==> src/rtl/vga_pkg.sv <==
/* shared definitions for the vga frame buffer
   640x480 timing, read pipeline latency and clear colour
   coordinate, address, pixel and output channel types */
`default_nettype none

package vga_pkg;

        // ==================================================
        // horizontal timing, counted in pixels
        // ==================================================
        localparam int H_ACTIVE = 640;
        localparam int H_FRONT  = 16;
        localparam int H_SYNC   = 96;    // hs low for this many cycles
        localparam int H_BACK   = 48;
        localparam int H_TOTAL  = H_ACTIVE + H_FRONT + H_SYNC + H_BACK;   // 800

        // ==================================================
        // vertical timing, counted in lines
        // ==================================================
        localparam int V_ACTIVE = 480;
        localparam int V_FRONT  = 10;
        localparam int V_SYNC   = 2;     // vs low for whole lines
        localparam int V_BACK   = 33;
        localparam int V_TOTAL  = V_ACTIVE + V_FRONT + V_SYNC + V_BACK;   // 525

        // scan coordinate to colour at the pins
        localparam int READ_LATENCY = 2;

        // coordinates and memory address
        typedef logic [9:0]  coord_x_t;  // 0..799 over a line
        typedef logic [8:0]  coord_y_t;  // visible lines only
        typedef logic [18:0] fb_addr_t;  // {x, y}, x in the upper bits

        // colour
        typedef logic [7:0]  pixel_t;    // rrr_ggg_bb
        typedef logic [7:0]  chan_t;     // one dac channel

        localparam pixel_t CLEAR_COLOR = 8'h00;   // black

endpackage

`default_nettype wire

==> src/rtl/vga_timing.sv <==
/* 640x480 raster timing
   line and frame counters, active area and sync decodes */
`timescale 1ns/10ps
`default_nettype none

module vga_timing (
        input  logic              vga_ctrl_clk,
        input  logic              reset,
        output vga_pkg::coord_x_t scan_x,
        output vga_pkg::coord_y_t scan_y,
        output logic              scan_active,
        output logic              scan_hs,
        output logic              scan_vs
);
        import vga_pkg::*;

        coord_x_t   h_cnt;     // pixel within the line, 0..799
        logic [9:0] v_cnt;     // line within the frame, 0..524
        logic       h_end;
        logic       v_end;
        logic       h_vis;
        logic       v_vis;
        logic       h_sync_win;
        logic       v_sync_win;

        // ==================================================
        // counters
        // ==================================================
        assign h_end = (h_cnt == coord_x_t'(H_TOTAL - 1));
        assign v_end = (v_cnt == 10'(V_TOTAL - 1));

        always_ff @(posedge vga_ctrl_clk)
        begin
                if (reset)
                begin
                        h_cnt <= '0;   // frame starts on the first visible pixel
                        v_cnt <= '0;
                end
                else
                begin
                        if (h_end)
                        begin
                                h_cnt <= '0;
                                // vertical steps once per line
                                if (v_end)
                                        v_cnt <= '0;
                                else
                                        v_cnt <= v_cnt + 1'b1;
                        end
                        else
                        begin
                                h_cnt <= h_cnt + 1'b1;
                        end
                end
        end

        // ==================================================
        // decodes
        // ==================================================
        assign h_vis = (h_cnt < coord_x_t'(H_ACTIVE));
        assign v_vis = (v_cnt < 10'(V_ACTIVE));

        // sync pulses sit after the front porch
        assign h_sync_win = (h_cnt >= coord_x_t'(H_ACTIVE + H_FRONT)) &&
                            (h_cnt <  coord_x_t'(H_ACTIVE + H_FRONT + H_SYNC));
        assign v_sync_win = (v_cnt >= 10'(V_ACTIVE + V_FRONT)) &&
                            (v_cnt <  10'(V_ACTIVE + V_FRONT + V_SYNC));

        assign scan_x      = h_cnt;
        assign scan_y      = v_cnt[8:0];   // upper bit only set in vertical blanking
        assign scan_active = h_vis & v_vis;
        assign scan_hs     = ~h_sync_win;  // active low
        assign scan_vs     = ~v_sync_win;  // active low, whole lines

endmodule

`default_nettype wire

==> config.mk <==
export PLATFORM = sky130hd
export DESIGN_NAME = vga_timing
export DESIGN_NICKNAME = d
export VERILOG_FILES = /design/src/rtl/vga_pkg.sv /design/src/rtl/vga_timing.sv
export SDC_FILE = /design/constraint.sdc
export NUM_CORES = 1
export LEC_CHECK = 0
export BUFFER_PORTS_ARGS = -buffer_cell sky130_fd_sc_hd__clkbuf_2
export CORE_MARGIN = 4
export CORE_UTILIZATION = 52
export DETAILED_ROUTE_END_ITERATION = 10
export HOLD_SLACK_MARGIN = 0.03
export PLACE_DENSITY = 0.81
export SYNTH_ARGS = -nofsm -noshare
export SYNTH_HDL_FRONTEND = slang
export SYNTH_SLANG_ARGS = --single-unit
==> constraint.sdc <==
create_clock -name vga_ctrl_clk -period 2.45 [get_ports vga_ctrl_clk]
set_clock_uncertainty 0.05 [all_clocks]
set_input_delay 0.735 -clock vga_ctrl_clk [delete_from_list [all_inputs] [get_ports vga_ctrl_clk]]
set_output_delay 0.735 -clock vga_ctrl_clk [all_outputs]
set_load 0.03 [all_outputs]
==> run metrics <==
Detailed Place HPWL=roughly 1700 microns; Worst setup EP type=output pin; worst supply voltage drop on vdd=0.358 mV; proportion of synthesized area in mux cells=0.0183; average cell area after synthesis=approximately 8.6 sq um; startpoint class of the critical path=flip-flop; total track usage=0.174; post-route minimum period=~2400 ps; total power=approximately 0.55 mW; cell count after placement=between 150 and 200; Chip Height=53.9 microns; largest incremental delay on the critical path=approximately 490 ps; count of pins on the block boundary=24; async set-reset flop share out of synthesis=0; clock slew at reported path FFs=110 ps; detailed-route wire length per cell=13.3 microns; relative max-transition margin=0.740; number of maximum-capacitance violations=0; post-synthesis share of cell area spent on full adders, half adders and majority gates=0.0457; critical path buffer and inverter count=1; number of diodes=0; setup_tns=0 ps; Post-synth top cells=nor2_1, dfxtp_1, xnor2_1; GPL Wtd Cong=roughly 0.83; top fanout value on the critical path=6; vias after detailed routing=slightly above 900; number of global-route vias before repair=approximately 890; maximum number of pins on one net before global-route repair=12; class of the most critical hold timing path=flip-flop to flip-flop; starting utilization of the core area=0.553; Synth top area share=0.365; mapped cell area=about 1100 sq um; post-detailed-route count of antenna-violating nets=0; TritonCTS clock tree=done; most area-consuming cells after synthesis=dfxtp_1, xnor2_1, nor2_1, buf_4, ha_1; CTS H-tree depth=1; global-route wire length before repair=roughly 3700 microns; static leakage power=around 0.46 nW; overflow left after global routing=0; Clk Latency, worst-skew pair=300 ps; final setup violating endpoints=0; slowest library cell on the worst path=or4_1; number of failing hold endpoints at the final stage=0; DRC errors left=0; final critical-path share of the clock period=0.975; warning count from the yosys run=0; Initial DRC Count=14; Layout fillers=between 150 and 200; cts hold-fix bufs=0; CTS buffer count=3; fraction of the mapped netlist area in simple logic gates=0.320; XOR/XNOR Fraction of Synth Area=0.112; average via count per standard cell=approximately 5.3; complex-gate fraction of the synthesized area=0.0400; most frequently used cell type in the post-synthesis netlist=nor2_1; # rows=16; total wire length after detailed routing=between 2000 and 2500 microns; largest family of logic cells by synthesized area=simple AND/OR/NAND/NOR gates; number of standard cells in the layout, taps in and fillers out=about 180; proportion of layout cells with a drive suffix above 1=0.284; total nets after synthesis=134; Post-layout nets=between 150 and 200; kind of critical path=flip-flop to output pin; clock root buffer master=clkbuf_4; number of buffers inserted by port buffering=23; cells along the critical path=and3_4, nand2_2, or4_1, buf_6; signed area change from the synthesized netlist to the final layout=15.1%; die width=53.9 microns; achievable clock frequency=0.419 GHz; number of sinks on the clock net=20; Longest Clk Path Bufs=2; post-synthesis sequential area ratio=0.365; Mapped Cells=around 130; Pwr Density=between 400 and 500 nW/um^2; antenna violations before repair=0; number of distinct standard cells referenced by the synthesized netlist=29; arrival time at the worst endpoint=1600 ps; required time at the worst-slack endpoint=about 1700 ps; family of cells with the greatest summed delay on the critical path=simple AND/OR/NAND/NOR gates; Die Outline Area=between 2000 and 3000 sq um; core outline area=1980 sq um; Pins Over Slew Limit=0; area leader, netlist=dfxtp_1; DR pass1 iterations=4; number of enable flip-flop cells after synthesis=0; synthesized flop and latch total=20; transition time at the pin with the least slew margin=between 300 and 400 ps; Primary FF master, synth=dfxtp_1; result of the run=completed
[registers in the layout (all words and copies together), names as in the netlist]
signal  count
scan_x     10
v_cnt      10
[final cells by class]
type                    instances  area [sq um]  share of cell area
flip-flops and latches         20           412               0.326
inverters                       9          33.8              0.0268
clock buffers                   4          36.3              0.0288
multi-input cells              88           594               0.471
repair buffers                 27           151               0.120
well taps                      27          33.8              0.0268
[layout by cell type (no fill, tap or decap), types with 2 or more instances in the layout]
master | Yosys | final
clkbuf_2 | 0 | 22
nor2_1 | 21 | 21
dfxtp_1 | 20 | 17
xnor2_1 | 11 | 11
inv_1 | 9 | 9
nand3_1 | 8 | 8
nor3_1 | 7 | 7
nand2_1 | 7 | 6
nor4_1 | 6 | 6
ha_1 | 4 | 4
buf_4 | 9 | 4
xor2_1 | 3 | 3
clkbuf_4 | 0 | 3
dfxtp_4 | 0 | 3
o21ai_0 | 2 | 2
nand3b_1 | 2 | 2
a21oi_1 | 2 | 2
mux2i_1 | 2 | 2
[routing by layer]
| layer | share of wire | vias to the layer above | global-route usage |
|---|---|---|---|
| met4 | 0.011 | 0 | 0.0511 |
| li1 | - | 467 | - |
| met5 | 0 | - | 0 |
| met1 | 0.44 | 423 | 0.204 |
| met3 | 0.072 | 6 | 0.0637 |
| met2 | 0.48 | 34 | 0.292 |
[what timing repair did]
action                                  in CTS  in global routing
buffers inserted                             0                  3
gates resized for setup                      4                  8
hold endpoints to repair                     0                  0
endpoints found under the setup margin       1                  1
[final timing paths]
check / from / end / slack, ps / cells past startpoint
worst min register to register: scan_x[0]$_SDFF_PP0_ / scan_x[0]$_SDFF_PP0_ / 460 / 1
worst max-delay path: v_cnt[5]$_SDFFE_PP0N_ / scan_vs / 60 / 4
worst max register to register: scan_x[0]$_SDFF_PP0_ / v_cnt[9]$_SDFFE_PP0N_ / 320 / 5
worst min-delay path: scan_x[0]$_SDFF_PP0_ / scan_x[0]$_SDFF_PP0_ / 460 / 1
[cell families after synthesis]
kind of cell / count (synthesis)
multiplexers: 2
adder cells (fa/ha/maj): 4
AO/OA/AOI/OAI: 6
flip-flops: 20
buffers and inverters: 20
XOR/XNOR: 14
AND/OR/NAND/NOR: 62
[through the flow]
step	hold WS [ps]	utilization	area [sq um]	setup slack (ps)
6_report	461	0.636	1260	60.9
5_1_grt	490	0.636	1260	-18.1
4_1_cts	462	0.616	1220	6.80
3_5_place_dp	433	0.594	1180	241
3_3_place_gp	415	0.594	1180	308
2_1_floorplan	420	-	1100	264
[power by group]
group | switching, mW | total [mW] | internal, mW
clock | 0.101 | 0.192 | 0.0907
combinational | 0.0210 | 0.0300 | 0.00900
sequential | 0.00658 | 0.333 | 0.326
Power figures use the tool's default switching activity.
