$ cat config.mk
export PLATFORM = sky130hd
export DESIGN_NAME = vga_write_ctrl
export DESIGN_NICKNAME = d
export VERILOG_FILES = /design/src/rtl/vga_pkg.sv /design/src/rtl/vga_write_ctrl.sv
export SDC_FILE = /design/constraint.sdc
export NUM_CORES = 1
export LEC_CHECK = 0
export BUFFER_PORTS_ARGS = -buffer_cell sky130_fd_sc_hd__buf_2
export CORE_ASPECT_RATIO = 2
export CORE_MARGIN = 3
export CORE_UTILIZATION = 44
export DETAILED_ROUTE_END_ITERATION = 7
export HOLD_SLACK_MARGIN = 0.1
export PLACE_DENSITY = 0.71
export RECOVER_POWER = 50
export SLEW_MARGIN = 10
export SYNTH_ARGS = -nofsm -noshare
export SYNTH_HDL_FRONTEND = slang
export SYNTH_SLANG_ARGS = --single-unit
$ cat constraint.sdc
create_clock -name vga_ctrl_clk -period 2 [get_ports vga_ctrl_clk]
set_input_delay 0.4 -clock vga_ctrl_clk [delete_from_list [all_inputs] [get_ports vga_ctrl_clk]]
set_output_delay 0.4 -clock vga_ctrl_clk [all_outputs]
set_load 0.01 [all_outputs]
$ cat src/rtl/vga_pkg.sv
/* shared definitions for the vga frame buffer
   640x480 timing, read pipeline latency and clear colour
   coordinate, address, pixel and output channel types */
`default_nettype none

package vga_pkg;

        // ==================================================
        // horizontal timing, counted in pixels
        // ==================================================
        localparam int H_ACTIVE = 640;
        localparam int H_FRONT  = 16;
        localparam int H_SYNC   = 96;    // hs low for this many cycles
        localparam int H_BACK   = 48;
        localparam int H_TOTAL  = H_ACTIVE + H_FRONT + H_SYNC + H_BACK;   // 800

        // ==================================================
        // vertical timing, counted in lines
        // ==================================================
        localparam int V_ACTIVE = 480;
        localparam int V_FRONT  = 10;
        localparam int V_SYNC   = 2;     // vs low for whole lines
        localparam int V_BACK   = 33;
        localparam int V_TOTAL  = V_ACTIVE + V_FRONT + V_SYNC + V_BACK;   // 525

        // scan coordinate to colour at the pins
        localparam int READ_LATENCY = 2;

        // coordinates and memory address
        typedef logic [9:0]  coord_x_t;  // 0..799 over a line
        typedef logic [8:0]  coord_y_t;  // visible lines only
        typedef logic [18:0] fb_addr_t;  // {x, y}, x in the upper bits

        // colour
        typedef logic [7:0]  pixel_t;    // rrr_ggg_bb
        typedef logic [7:0]  chan_t;     // one dac channel

        localparam pixel_t CLEAR_COLOR = 8'h00;   // black

endpackage

`default_nettype wire

$ cat src/rtl/vga_write_ctrl.sv
/* write port control for the frame buffer
   clear sweep over the visible area, host writes in between */
`timescale 1ns/10ps
`default_nettype none

module vga_write_ctrl (
        input  logic              vga_ctrl_clk,
        input  logic              reset,
        input  logic              clear,
        input  logic              wr_valid,
        output logic              wr_ready,
        input  vga_pkg::coord_x_t wr_x,
        input  vga_pkg::coord_y_t wr_y,
        input  vga_pkg::pixel_t   wr_color,
        output logic              mem_we,
        output vga_pkg::fb_addr_t mem_addr,
        output vga_pkg::pixel_t   mem_data
);
        import vga_pkg::*;

        typedef enum logic {
                ST_SWEEP,      // filling the frame with CLEAR_COLOR
                ST_HOST        // taking host writes
        } state_t;

        state_t   state;
        coord_x_t sweep_x;     // clear position, x steps fastest
        coord_y_t sweep_y;
        logic     sweep_last;
        logic     host_fire;
        logic     host_in_range;

        // ==================================================
        // handshake and decodes
        // ==================================================
        assign wr_ready      = (state == ST_HOST);   // only back-pressure is a sweep
        assign host_fire     = wr_valid & wr_ready;
        assign host_in_range = (wr_x < coord_x_t'(H_ACTIVE)) &&
                               (wr_y < coord_y_t'(V_ACTIVE));   // else dropped
        assign sweep_last    = (sweep_x == coord_x_t'(H_ACTIVE - 1)) &&
                               (sweep_y == coord_y_t'(V_ACTIVE - 1));

        // ==================================================
        // fsm, sweep counters and write enable
        // ==================================================
        always_ff @(posedge vga_ctrl_clk)
        begin
                if (reset)
                begin
                        state   <= ST_SWEEP;   // clear starts straight out of reset
                        sweep_x <= '0;
                        sweep_y <= '0;
                        mem_we  <= 1'b0;
                end
                else
                begin
                        case (state)
                        ST_SWEEP:
                        begin
                                mem_we <= 1'b1;   // one pixel per cycle
                                if (sweep_last)
                                begin
                                        state   <= ST_HOST;
                                        sweep_x <= '0;   // ready for the next clear
                                        sweep_y <= '0;
                                end
                                else if (sweep_x == coord_x_t'(H_ACTIVE - 1))
                                begin
                                        sweep_x <= '0;
                                        sweep_y <= sweep_y + 1'b1;   // next row
                                end
                                else
                                begin
                                        sweep_x <= sweep_x + 1'b1;
                                end
                        end
                        ST_HOST:
                        begin
                                mem_we <= host_fire & host_in_range;
                                // requests during a sweep never get here
                                if (clear)
                                        state <= ST_SWEEP;
                        end
                        default:
                        begin
                                state  <= ST_SWEEP;
                                mem_we <= 1'b0;
                        end
                        endcase
                end
        end

        // address and data follow the source that owns the port
        always_ff @(posedge vga_ctrl_clk)
        begin
                if (state == ST_SWEEP)
                begin
                        mem_addr <= {sweep_x, sweep_y};
                        mem_data <= CLEAR_COLOR;
                end
                else
                begin
                        mem_addr <= {wr_x, wr_y};   // x over y, as the read side
                        mem_data <= wr_color;
                end
        end

endmodule

`default_nettype wire

==> impl_metrics.py <==
metrics = {
    "cells_and_area": {
        "n_fill_cell": 404,
        "layout-area-overhead-vs-synth_pct": 22.6,
        "stdcell_count": 285,
        "num_antenna_cells": 0,
        "fin_nets": 266,
        "drive_above_1_share": 0.308,
    },
    "sta": {
        "hold_violations": 0,
        "rsz0062_at_grt": "false",
        "hold_ws_ps": 299,
        "setup_viol": 0,
        "max_freq_mhz": 588,
        "clock-skew-final_ps": 5.61,
        "maxSlewHeadroom": 0.715,
        "fin_setup_tns_ps": 0,
        "finalCritPeriodShare": 0.850,
        "max_slew.worst_pin.slew_ps": 428,
        "drv_slew": 0,
        "min_period_ps": 1700,
    },
    "yosys": {
        "ys_seq_area_frac": 0.522,
        "synth-seq-cells": 48,
        "yosysMostFrequentCell": "dfxtp_1",
        "synth_edf_count": 0,
        "syn_nets": 207,
        "synth_top_flop_cell": "dfxtp_1",
        "syn_avg_cell_area_um2": 10.6,
        "synth_area_um2": 1840,
        "netlist_instances": 174,
        "ys_top_cells_by_count": "48 x dfxtp_1, 18 x mux2_2, 10 x a21oi_1, 10 x nand3_1",
        "synth_top_cell_area_share": 0.522,
        "synth.area.top_cells": "dfxtp_1 52%, mux2_2 11%, xor2_1 3.8%",
        "synthArstFlopShare": 0,
        "synth_warnings": 0,
        "ys_types": 33,
        "synth_area_leader_cell": "dfxtp_1",
    },
    "clocking": {
        "cts.sink_count": 48,
        "clk_latency_ps": 300,
        "clk_pin_slew_ps": 90,
        "cts_buffers": 5,
        "ctsResizeCount": 0,
        "cts_max_level": 2,
        "cts_root_buffer": "clkbuf_8",
        "cts_tree": "done",
        "hold_buffers": 0,
        "cts_buffer_depth": 2,
        "cts_setup_buffers": 0,
    },
    "floorplan": {
        "placementRows": 32,
        "dieArea_um2": 5040,
        "initial_core_util": 0.469,
        "die_y_um": 97.4,
        "chipWidth_um": 51.7,
        "core_area_um2": 3920,
        "io_pins": 60,
    },
    "placed_design": {
        "place_congestion": 0.847,
        "dp.cells": 277,
        "hpwl_um": 2900,
        "port_buffers": 59,
    },
    "detailed_routing": {
        "via_per_inst": 5.19,
        "antenna_left": 0,
        "drc": 0,
        "routed_wirelength_um": 3840,
        "vias": 1478,
        "first_iter_violations": 34,
        "post_drt_wl_per_cell_um": 13.5,
        "first_pass_iters": 4,
    },
    "setup_path": {
        "critPathTopFamily": "simple AND/OR/NAND/NOR gates",
        "crit_slowest_cell": "dfxtp_1",
        "required_ps": 2230,
        "endpoint_kind": "register",
        "worstPathCellList": "ha_1 > and4_2 > nand2_1 > or3_1 > a21oi_1",
        "worstPathArrival_ps": 1930,
        "critPathMaxFanout": 7,
        "cp.buffers_inverters": 0,
        "critPathLaunchType": "register",
        "path_class": "reg2reg",
        "max_stage_delay_ps": 420,
    },
    "power_and_ir_drop": {
        "power.net_switching_w": 0.000351,
        "ir_drop_mv": 0.904,
        "p_seq_frac": 0.565,
        "p_per_area_nw_per_um2": 764,
        "internal_power_w": 0.00137,
        "leakage_nw": 0.946,
        "clkPwrFrac": 0.398,
        "netSwitchingFraction": 0.204,
        "combPwrFrac": 0.037,
    },
    "global_route": {
        "grt_pass1_vias": 1432,
        "use_met1": 0.154,
        "grt_overflow": 0,
        "antenna_found_initial": 0,
        "grt_max_degree": 25,
        "grt_use_total": 0.161,
        "met2_usage": 0.293,
        "use_met3": 0.0445,
        "busiest_layer": "met2",
        "grt_pass1_wl_um": 6190,
    },
    "outcome": {
        "status": "completed",
    },
    "job": {
        "cap_viol_max_count": 0,
    },
    "worst_hold_path": {
        "min_path_type": "in2reg",
    },
}
worst register-to-register path, cell delays in order (launching register included):
cell	delay, ps
dfxtp_1	420
ha_1	230
and4_2	300
nand2_1	180
or3_1	360
a21oi_1	150
power by group through the flow:
stage | registers, W | logic, W | clock network (W)
3_5_place_dp | 0.000996 | 0.0000673 | 0
5_1_grt | 0.000975 | 0.0000723 | 0.000746
3_3_place_gp | 0.000995 | 0.0000662 | 0
4_1_cts | 0.000973 | 0.0000675 | 0.000706
6_report | 0.000973 | 0.0000643 | 0.000686
2_1_floorplan | 0.000998 | 0.0000232 | 0
through the flow:
step	util	power (W)	worst slack, ps	area [um^2]
after floorplan	-	0.00102	541	1840
after CTS	0.580	0.00175	314	2280
after detailed placement	0.552	0.00106	339	2170
final	0.575	0.00172	300	2250
after global placement	0.552	0.00106	368	2170
after global routing	0.575	0.00179	162	2250
final timing paths:
check	startpoint	end	slack, ps	cells past startpoint
max	sweep_y[0]	wr_ready	300	5
min reg2reg	sweep_x[1]	sweep_x[1]	500	2
min	wr_color[0]	mem_data[0]	300	2
max reg2reg	sweep_y[0]	wr_ready	300	5
routing by layer:
layer	vias up	part of all wire	routed length (um)
met2	42	0.55	2110
met1	689	0.37	1410
met5	-	0	0
li1	737	-	-
met4	0	0.028	109
met3	10	0.054	206
flip-flops by register name, indices dropped and copies added (netlist names):
| signal | flops |
|---|---|
| sweep_y | 9 |
| mem_we | 1 |
| mem_data | 8 |
| sweep_x | 10 |
| mem_addr | 19 |
| wr_ready | 1 |
final cells by class:
type | instances | area (um^2) | share of cell area
clock buffers | 5 | 68.8 | 0.0305
repair buffers | 61 | 288 | 0.128
multi-input cells | 116 | 827 | 0.367
inverters | 1 | 3.75 | 0.00166
clock inverters | 3 | 42.5 | 0.0189
flip-flops and latches | 48 | 961 | 0.426
well taps | 51 | 63.8 | 0.0283
cells by family (layout without fill, tap and decap cells):
kind of cell / count (synthesis) / after routing / share of synthesized area
compound gates: 21 / 21 / 0.0653
xor+xnor: 10 / 10 / 0.0476
fa+ha+maj: 2 / 2 / 0.0136
buf+inv: 10 / 70 / 0.0279
flops: 48 / 48 / 0.522
mux: 18 / 18 / 0.110
simple gates: 65 / 65 / 0.213
placed cells by master (no fill, tap or decap), types with 2 or more instances in the layout:
cell type | netlist | final
dfxtp_1 | 48 | 48
buf_2 | 2 | 41
mux2_2 | 18 | 18
clkbuf_1 | 3 | 18
nand3_1 | 10 | 10
a21oi_1 | 10 | 10
xor2_1 | 8 | 8
nor2_1 | 8 | 8
nand2_1 | 7 | 7
o21ai_0 | 7 | 7
nand4_1 | 7 | 7
and3_1 | 5 | 5
and2_1 | 8 | 5
clkbuf_8 | 0 | 5
nor3_1 | 4 | 4
nand4b_1 | 4 | 4
and2_0 | 0 | 3
and4b_1 | 2 | 2
xnor2_1 | 2 | 2
nor2b_1 | 2 | 2
nand3b_1 | 2 | 2
ha_1 | 2 | 2
buf_4 | 3 | 2
No activity file was read; power rests on OpenSTA's default activity.
