[src/rtl/vga_pkg.sv]
/* shared definitions for the vga frame buffer
   640x480 timing, read pipeline latency and clear colour
   coordinate, address, pixel and output channel types */
`default_nettype none

package vga_pkg;

        // ==================================================
        // horizontal timing, counted in pixels
        // ==================================================
        localparam int H_ACTIVE = 640;
        localparam int H_FRONT  = 16;
        localparam int H_SYNC   = 96;    // hs low for this many cycles
        localparam int H_BACK   = 48;
        localparam int H_TOTAL  = H_ACTIVE + H_FRONT + H_SYNC + H_BACK;   // 800

        // ==================================================
        // vertical timing, counted in lines
        // ==================================================
        localparam int V_ACTIVE = 480;
        localparam int V_FRONT  = 10;
        localparam int V_SYNC   = 2;     // vs low for whole lines
        localparam int V_BACK   = 33;
        localparam int V_TOTAL  = V_ACTIVE + V_FRONT + V_SYNC + V_BACK;   // 525

        // scan coordinate to colour at the pins
        localparam int READ_LATENCY = 2;

        // coordinates and memory address
        typedef logic [9:0]  coord_x_t;  // 0..799 over a line
        typedef logic [8:0]  coord_y_t;  // visible lines only
        typedef logic [18:0] fb_addr_t;  // {x, y}, x in the upper bits

        // colour
        typedef logic [7:0]  pixel_t;    // rrr_ggg_bb
        typedef logic [7:0]  chan_t;     // one dac channel

        localparam pixel_t CLEAR_COLOR = 8'h00;   // black

endpackage

`default_nettype wire

[src/rtl/pixel_out.sv]
/* output stage
   flag delay to match the memory read, colour widening and blanking */
`timescale 1ns/10ps
`default_nettype none

module pixel_out (
        input  logic            vga_ctrl_clk,
        input  logic            reset,
        input  vga_pkg::pixel_t rd_pixel,
        input  logic            scan_active,
        input  logic            scan_hs,
        input  logic            scan_vs,
        output vga_pkg::chan_t  vga_r,
        output vga_pkg::chan_t  vga_g,
        output vga_pkg::chan_t  vga_b,
        output logic            vga_hs,
        output logic            vga_vs,
        output logic            vga_blank_n
);
        import vga_pkg::*;

        // {active, hs, vs} waiting for the memory, last stage is the output
        logic [2:0] flag_dly [READ_LATENCY-1];
        logic       dly_active;

        assign dly_active = flag_dly[READ_LATENCY-2][2];

        // ==================================================
        // stage 1, flags line up with rd_pixel
        // ==================================================
        always_ff @(posedge vga_ctrl_clk)
        begin
                if (reset)
                begin
                        for (int i = 0; i < READ_LATENCY - 1; i++)
                                flag_dly[i] <= 3'b011;   // blanked, syncs idle high
                end
                else
                begin
                        flag_dly[0] <= {scan_active, scan_hs, scan_vs};
                        for (int i = 1; i < READ_LATENCY - 1; i++)
                                flag_dly[i] <= flag_dly[i-1];
                end
        end

        // ==================================================
        // stage 2, registered pins
        // ==================================================
        always_ff @(posedge vga_ctrl_clk)
        begin
                if (reset)
                begin
                        vga_r       <= '0;
                        vga_g       <= '0;
                        vga_b       <= '0;
                        vga_hs      <= 1'b1;
                        vga_vs      <= 1'b1;
                        vga_blank_n <= 1'b0;
                end
                else
                begin
                        // stored bits on top, zeros below
                        vga_r       <= dly_active ? {rd_pixel[7:5], 5'b0} : '0;
                        vga_g       <= dly_active ? {rd_pixel[4:2], 5'b0} : '0;
                        vga_b       <= dly_active ? {rd_pixel[1:0], 6'b0} : '0;
                        vga_hs      <= flag_dly[READ_LATENCY-2][1];
                        vga_vs      <= flag_dly[READ_LATENCY-2][0];
                        vga_blank_n <= dly_active;   // high only in the visible area
                end
        end

endmodule

`default_nettype wire

[config.mk]
export PLATFORM = sky130hd
export DESIGN_NAME = pixel_out
export DESIGN_NICKNAME = d
export VERILOG_FILES = /design/src/rtl/vga_pkg.sv /design/src/rtl/pixel_out.sv
export SDC_FILE = /design/constraint.sdc
export NUM_CORES = 1
export LEC_CHECK = 0
export BUFFER_PORTS_ARGS = -buffer_cell sky130_fd_sc_hd__buf_4
export CAP_MARGIN = 20
export CORE_MARGIN = 1
export CORE_UTILIZATION = 39
export CTS_BUF_LIST = sky130_fd_sc_hd__clkbuf_4
export CTS_CLUSTER_SIZE = 10
export DETAILED_ROUTE_END_ITERATION = 16
export PLACE_DENSITY = 0.79
export SYNTH_ARGS = -nofsm -noshare
export SYNTH_HDL_FRONTEND = slang
export SYNTH_SLANG_ARGS = --single-unit
[constraint.sdc]
create_clock -name vga_ctrl_clk -period 0.89 [get_ports vga_ctrl_clk]
set_input_delay 0.267 -clock vga_ctrl_clk [delete_from_list [all_inputs] [get_ports vga_ctrl_clk]]
set_output_delay 0.267 -clock vga_ctrl_clk [all_outputs]
set_load 0.05 [all_outputs]
==> results of run 1 <==
## final timing paths
| kind | cells past startpoint | slack [ps] | end | from |
|---|---|---|---|---|
| worst min register to register | 1 | 420 | vga_hs | flag_dly[0][1] |
| worst max-delay path | 1 | -120 | vga_g[6] | vga_g[6] |
| worst max register to register | 1 | 150 | vga_g[7] | flag_dly[0][2] |
| worst min-delay path | 2 | 170 | flag_dly[0][1] | scan_hs |
## synthesized netlist by cell type
cell type / count
and3b_1: 7
and3b_2: 1
buf_4: 16
buf_6: 1
conb_1: 1
dfxtp_1: 14
nor2b_1: 2
or2_1: 4
## layout by cell type, fill, tap and decap left out
cell | Yosys | layout
and3b_1 | 7 | 7
buf_6 | 1 | 3
conb_1 | 1 | 16
clkbuf_4 | 0 | 3
and3b_2 | 1 | 1
buf_8 | 0 | 8
dfxtp_2 | 0 | 11
or2_1 | 4 | 4
nor2b_1 | 2 | 2
buf_4 | 16 | 12
dfxtp_1 | 14 | 3
clkinv_1 | 0 | 1
## state kept, by name, indices dropped and copies added, names as in the netlist
register and flops:
vga_vs 1, vga_g 3, vga_blank_n 1, vga_b 2, vga_hs 1, flag_dly 3
vga_r 3
## layer usage
metal	up-vias	share of wire [%]	GRT usage (%)
li1	164	-	-
met1	145	37	9.96
met2	28	49	17.5
met3	2	12	5.78
met4	0	2.0	10.3
met5	-	0	0
## cell families after synthesis
kind of cell,Yosys count
other,1
AND/OR/NAND/NOR,14
flip-flops,14
buffers and inverters,17
## power by group through the flow
stage / registers, uW / logic (uW) / clock network (uW)
after global routing: 668 / 316 / 383
after CTS: 663 / 299 / 347
final: 665 / 306 / 340
after global placement: 671 / 285 / 0
after detailed placement: 672 / 287 / 0
after floorplan: 723 / 226 / 0
## through the flow
stage,setup WS (ps),TNS [ps],cells,power [uW],cell area (um2)
final,-122,-1270,85,1310,751
after global routing,-152,-1610,85,1370,751
after floorplan,35.7,0,61,949,581
after CTS,-123,-1310,85,1310,728
after detailed placement,120,0,81,958,639
after global placement,139,0,81,955,639
## what timing repair did
item	4_1_cts	5_1_grt
setup endpoints to repair	11	11
hold endpoints to repair	0	0
resized for setup	24	6
## final cells by class
cell class,count,area (um2)
tap,14,17.5
fill,88,420
multi-input combinational,30,169
clock inverter,1,3.75
timing repair buffer,23,244
sequential,14,294
clock buffer,3,22.5
==> reports/metrics.yaml, run 1 <==
power:
  max-vdd-ir-drop_v: 0.000804
  power.share.sequential_pct: 50.7
  p_clk_share_pct: 25.9
  internal_power_uw: 896
  switching_power_uw: 415
  p_per_area_nw_per_um2: 1750
  p_leak_uw: 0.000388
  comb_power_share_pct: 23.3
  p_sw_share_pct: 31.7
synthesis:
  synth-warning-count: 0
  synthSimpleGateAreaFrac_pct: 20.8
  synth-compound-area-share_pct: 0
  synth_cell_type_count: 8
  synthAdderAreaFrac_pct: 0
  synth_xor_area_share_pct: 0
  synth_area_leaders: "dfxtp_1 53%, buf_4 23%, and3b_1 12%"
  synth_area_um2: 524
  muxShareOfSynthArea_pct: 0
  yosys.area.top_type: "dfxtp_1"
  synth_top_family_by_area: "buffers and inverters"
  netlist.area_leader.share_pct: 53.5
  synth_seq_cells: 14
  yosysSeqAreaShare_pct: 53.5
  postSynthCellCount: 46
  syn_avg_cell_area_um2: 11.4
routing:
  wirelength_um: 839
  drc_errors: 0
  drtAntennaViolNets: 0
  detail_route.iter0.violations: 3
  viasPerCell: 3.99
  drtPass1Iterations: 2
  wl_per_cell_um: 9.87
  num_vias: 339
floorplanning:
  die-area_um2: 1490
  core_area_um2: 1170
  die_h_um: 38.7
  io_pins: 40
  initial_core_util_pct: 44.8
  std_cell_rows: 12
  die_w_um: 38.7
sta:
  finalHoldViolCount: 0
  fin_crit_sh_pct: 114
  skew_ps: 3.55
  finalSetupViolations: 11
  fin_hold_ws_ps: 174
  drv_slew: 0
  fin_ws_ps: -122
  rsz0062_at_grt: "yes"
  fmax_mhz: 988
  min_period_ps: 1010
cells_and_area:
  syn2layout_area_growth_pct: 43.2
  nNetsFinal: 85
  drive_gt1_share_pct: 53.5
  final_core_util_pct: 64.1
  n_antenna_cell: 0
status:
  failed_checks: "negative setup slack"
  status: "finished, violations left"
setup_path:
  cp.required_ps: 620
  slowest_stage: "dfxtp_2"
  path_delay_family: "flip-flops"
  cp_num_buf_inv: 1
  arrival_ps: 750
  worst_path_largest_cell_delay_ps: 330
  worst-setup-path-type: "reg2out"
  worst_setup_path_end_kind: "primary output"
  crit_fanout: 1
  crit_chain: "buf_6"
  start_kind: "flip-flop"
hold_path:
  hold_path.class: "in2reg"
clock_tree:
  cts.clk_slew.worst_paths_ps: 80
  post_cts_buffers: 0
  cts_tree: "done"
  insertion_delay_ps: 270
  cts_num_sinks: 14
  clockRootBuffer: "clkbuf_4"
  htreeDepth: 1
  clockBufferDepth: 2
  postCtsHoldBufs: 0
  cts_buffers: 3
run:
  cap_viol_max_count: 0
place:
  routabilityCongestion: 0.594
  port_buffers: 23
grt:
  grt_overflow_total: 0
  grt_max_degree: 15
  antenna_found_initial: 0
  grt_pass1_vias: 229
  grt_pass1_wl_um: 1010
  grt.total_usage_pct: 11.1
No activity file was read; power rests on OpenSTA's default activity.
==> run 2: changes to the inputs <==
==> constraint.sdc (replaced) <==
create_clock -name vga_ctrl_clk -period 1 [get_ports vga_ctrl_clk]
set_input_delay 0.3 -clock vga_ctrl_clk [delete_from_list [all_inputs] [get_ports vga_ctrl_clk]]
set_output_delay 0.3 -clock vga_ctrl_clk [all_outputs]
set_load 0.05 [all_outputs]
==> run 2 against run 1 <==
  * The run still ends with negative setup slack left
  * Combinational power is 12% lower
  * Sequential cell count stayed put
  * Final area stayed put
  * Largest power group unchanged
  * Hold slack better by 43 ps
  * Routed wire length is 12% lower
  * Non-clock buffer count stayed put
  * Critical path type unchanged
  * Setup slack better by 77 ps
  * Power is 11% lower
  * Register-to-register slack better by 120 ps
  * Sequential power is 11% lower
  * Cell count stayed put
  * Global-route usage is 0.72 points lower
==> reports/metrics.yaml, run 2 (same netlist as run 1, synthesis figures left out) <==
cells_and_area:
  final_common_cell: "conb_1"
  top_regs: "flag_dly: 3 flops, vga_g: 3 flops, vga_r: 3 flops"
  fillers: 95
  nNetsFinal: 85
  finalNonFillerCells: 85
  n_antenna_cell: 0
  drive_gt1_share_pct: 53.5
  final_cell_mix: "16 x conb_1, 12 x buf_4, 11 x dfxtp_2"
  syn2layout_area_growth_pct: 43.2
routing:
  detail_route.iter0.violations: 3
  wl_per_cell_um: 8.72
  wirelength_um: 741
  drc_errors: 0
  drtAntennaViolNets: 0
  num_vias: 329
  drtPass1Iterations: 2
  viasPerCell: 3.87
clock_tree:
  cts.clk_slew.worst_paths_ps: 80
  cts_buffers: 3
  cts_num_sinks: 14
  postCtsHoldBufs: 0
  post_cts_buffers: 0
  htreeDepth: 1
  clockBufferDepth: 2
  clockRootBuffer: "clkbuf_4"
  insertion_delay_ps: 260
  cts_tree: "done"
setup_path:
  worst-setup-path-type: "reg2out"
  path_delay_family: "flip-flops"
  cp_num_buf_inv: 1
  r2r_slack_ps: 270
  cp.depth: 1
  reg2regPathDepth: 1
  arrival_ps: 740
  crit_fanout: 1
  worst_path_largest_cell_delay_ps: 330
  crit_chain: "buf_6"
  worst_setup_path_end_kind: "primary output"
  r2r-start: "flag_dly[0][2]"
  cp.required_ps: 700
  r2r-end: "vga_g[7]"
  start_kind: "flip-flop"
  slowest_stage: "dfxtp_2"
sta:
  drv_slew: 0
  fmax_mhz: 957
  finalHoldViolCount: 0
  skew_ps: 3.74
  fin_ws_ps: -45.0
  finalSetupViolations: 11
  min_period_ps: 1040
  fin_crit_sh_pct: 104
  rsz0062_at_grt: "yes"
  fin_hold_ws_ps: 217
grt:
  grt.total_usage_pct: 10.4
  antenna_found_initial: 0
  met3_usage_pct: 5.20
  grt_overflow_total: 0
  busiest_layer: "met2"
  grtUsageMet2_pct: 16.7
  grt_max_degree: 15
  grt_pass1_wl_um: 1030
  grtUsageMet1_pct: 11.0
  grt_pass1_vias: 238
power:
  p_per_area_nw_per_um2: 1550
  max-vdd-ir-drop_v: 0.000766
  p_leak_uw: 0.000388
run:
  cap_viol_max_count: 0
status:
  status: "finished, violations left"
  failed_checks: "negative setup slack"
floorplanning:
  std_cell_rows: 12
  core_area_um2: 1170
  io_pins: 40
  die-area_um2: 1490
  die_w_um: 38.7
  initial_core_util_pct: 44.8
  die_h_um: 38.7
place:
  routabilityCongestion: 0.596
  port_buffers: 23
  dp_cells: 81
hold_path:
  holdPathEnd: "flag_dly[0][0]"
  worstHoldStart: "scan_vs"
  min_path_cells: 2
  hold_path.class: "in2reg"
[run 2: cell counts in the layout (fill, tap and decap cells not counted)]
Identical to the previous run, type by type.
[run 2: repair_timing]
action | CTS | global route
gates resized for setup | 22 | 8
endpoints found under the hold margin | 0 | 0
setup endpoints to repair | 11 | 11
[run 2: how the worst max path moves through the flow]
stage,to,from
3_5_place_dp,vga_hs,reset
4_1_cts,vga_r[5],vga_r[5]
6_report,vga_g[6],vga_g[6]
2_1_floorplan,vga_b[6],vga_b[6]
3_3_place_gp,vga_vs,reset
5_1_grt,vga_r[5],vga_r[5]
[run 2: per-layer routing]
metal / part of all wire, % / vias to the layer above
met5: 0 / -
met4: 0 / 0
met3: 12 / 0
met2: 48 / 28
met1: 40 / 138
li1: - / 163
[run 2: layout make-up]
class	count	area, um2	share of cell area, %
well taps	14	17.5	2.33
flip-flops and latches	14	294	39.2
clock buffers	3	22.5	3.00
multi-input cells	30	169	22.5
repair buffers	23	244	32.5
clock inverters	1	3.75	0.500
[run 2: where the power goes]
group,switching (uW),internal (uW)
combinational,197,73.8
sequential,12.3,579
clock,155,144
total,364,797
[run 2: through the flow]
step	total power [uW]	TNS (ps)	worst slack, ps	instance area, um2	utilization, %
CTS	1160	-443	-48.4	721	61.5
finish	1160	-367	-45.0	751	64.1
detailed placement	852	0	202	639	54.6
global route	1210	-699	-78.2	751	64.1
global placement	850	0	216	639	54.6
floorplan	845	0	113	581	-
==> run 3: changes to the inputs <==
--- a/config.mk
+++ b/config.mk
@@ -13,6 +13,7 @@
 export CTS_CLUSTER_SIZE = 10
 export DETAILED_ROUTE_END_ITERATION = 16
 export PLACE_DENSITY = 0.79
+export SKIP_CTS_REPAIR_TIMING = 1
 export SYNTH_ARGS = -nofsm -noshare
 export SYNTH_HDL_FRONTEND = slang
 export SYNTH_SLANG_ARGS = --single-unit
==> run 3 against run 2 <==
  * The flow still finishes with violations (negative setup slack)
  * Sequential share of layout area stayed put
  * Sequential power hardly changed
  * Fmax is 0.14% higher
  * Clock power hardly changed
  * Routed wire length is 0.67% higher
  * Critical path depth stayed put
  * First-iteration DRC count stayed put
  * Via count is 0.61% higher
  * Die area stayed put
  * Highest routed layer unchanged
  * Register-to-register slack hardly changed
==> reports/metrics.yaml, run 3 (same netlist as run 1, synthesis figures left out) <==
setup_path:
  startpoint: "vga_g[5]"
  cp_num_buf_inv: 1
  r2r_slack_ps: 260
  cp.depth: 1
  path_delay_family: "flip-flops"
  worst_setup_path_end_kind: "primary output"
  reg2regPathDepth: 1
  critPathCapture: "vga_g[5]"
  r2r-end: "vga_g[7]"
  worst-setup-path-type: "reg2out"
  crit_chain: "buf_8"
  crit_fanout: 1
  cp.required_ps: 700
  start_kind: "flip-flop"
  slowest_stage: "dfxtp_2"
  worst_path_largest_cell_delay_ps: 340
  arrival_ps: 740
  r2r-start: "flag_dly[0][2]"
cells_and_area:
  finalNonFillerCells: 85
  drive_gt1_share_pct: 53.5
  final_cell_mix: "16 x conb_1, 12 x buf_4, 11 x dfxtp_2"
  final_common_cell: "conb_1"
  stdcell_area_um2: 751
  top_regs: "flag_dly: 3 flops, vga_g: 3 flops, vga_r: 3 flops"
  n_antenna_cell: 0
  final_core_util_pct: 64.1
  multi_input_area_um2: 169
  nNetsFinal: 85
  syn2layout_area_growth_pct: 43.2
  ff_latch_area_um2: 294
  fillers: 94
floorplanning:
  die-area_um2: 1490
  initial_core_util_pct: 44.8
  io_pins: 40
  std_cell_rows: 12
  die_w_um: 38.7
  die_h_um: 38.7
  core_area_um2: 1170
place:
  dpl_cell_area_um2: 639
  dp_cells: 81
  routabilityCongestion: 0.596
  port_buffers: 23
clock_tree:
  htreeDepth: 1
  cts.clk_slew.worst_paths_ps: 80
  clockBufferDepth: 2
  clockRootBuffer: "clkbuf_4"
  insertion_delay_ps: 260
  cts_tree: "done"
  cts_num_sinks: 14
  cts_buffers: 3
routing:
  wirelength_um: 746
  detail_route.iter0.violations: 3
  drc_errors: 0
  viasPerCell: 3.89
  num_vias: 331
  drtPass1Iterations: 2
  wl_per_cell_um: 8.78
  drtAntennaViolNets: 0
sta:
  fin_setup_tns_ps: -369
  finalSetupViolations: 11
  min_period_ps: 1040
  finalHoldViolCount: 0
  fin_hold_ws_ps: 217
  fmax_mhz: 958
  fin_crit_sh_pct: 104
  fin_ws_ps: -43.5
  skew_ps: 4.79
  rsz0062_at_grt: "yes"
  drv_slew: 0
status:
  failed_checks: "negative setup slack"
  status: "finished, violations left"
grt:
  grt.total_usage_pct: 10.4
  grt_pass1_wl_um: 1030
  grt_pass1_vias: 235
  grt_overflow_total: 0
  grt_max_degree: 15
  antenna_found_initial: 0
power:
  p_leak_uw: 0.000388
  max-vdd-ir-drop_v: 0.000770
  p_per_area_nw_per_um2: 1550
hold_path:
  min_path_cells: 2
  hold_path.class: "in2reg"
run:
  cap_viol_max_count: 0
==> run 3: cell counts in the layout (fill, tap and decap cells not counted) <==
Identical to the previous run, type by type.
==> run 3: worst min-delay path by stage <==
| stage | from | endpoint | slack, ps |
|---|---|---|---|
| floorplan | flag_dly[0][1] | vga_hs | 380 |
| global placement | flag_dly[0][1] | vga_hs | 390 |
| detailed placement | flag_dly[0][0] | vga_vs | 390 |
| CTS | scan_vs | flag_dly[0][0] | 210 |
| global route | scan_hs | flag_dly[0][1] | 210 |
| finish | scan_vs | flag_dly[0][0] | 220 |
==> run 3: report_power, final <==
group	switching [uW]	total, uW	internal, uW
clock network	157	301	144
logic	197	270	73.8
registers	12.2	591	579
total	366	1160	797
==> run 3: through the flow <==
step | setup WS [ps] | power (uW)
after CTS | -82.2 | 1150
after floorplan | 113 | 845
after global placement | 216 | 850
final | -43.5 | 1160
after detailed placement | 202 | 852
after global routing | -83.0 | 1220
==> run 3: routing by layer <==
metal	vias up	GRT usage [%]	routed length [um]
li1	163	-	-
met3	0	5.20	86
met4	0	5.17	0
met5	-	0	0
met1	140	11.0	286
met2	28	16.7	374
==> run 3: area by class of cell <==
cell class / count / area share (%)
flip-flops and latches: 14 / 39.2
repair buffers: 23 / 32.5
multi-input cells: 30 / 22.5
clock buffers: 3 / 3.00
well taps: 14 / 2.33
clock inverters: 1 / 0.500
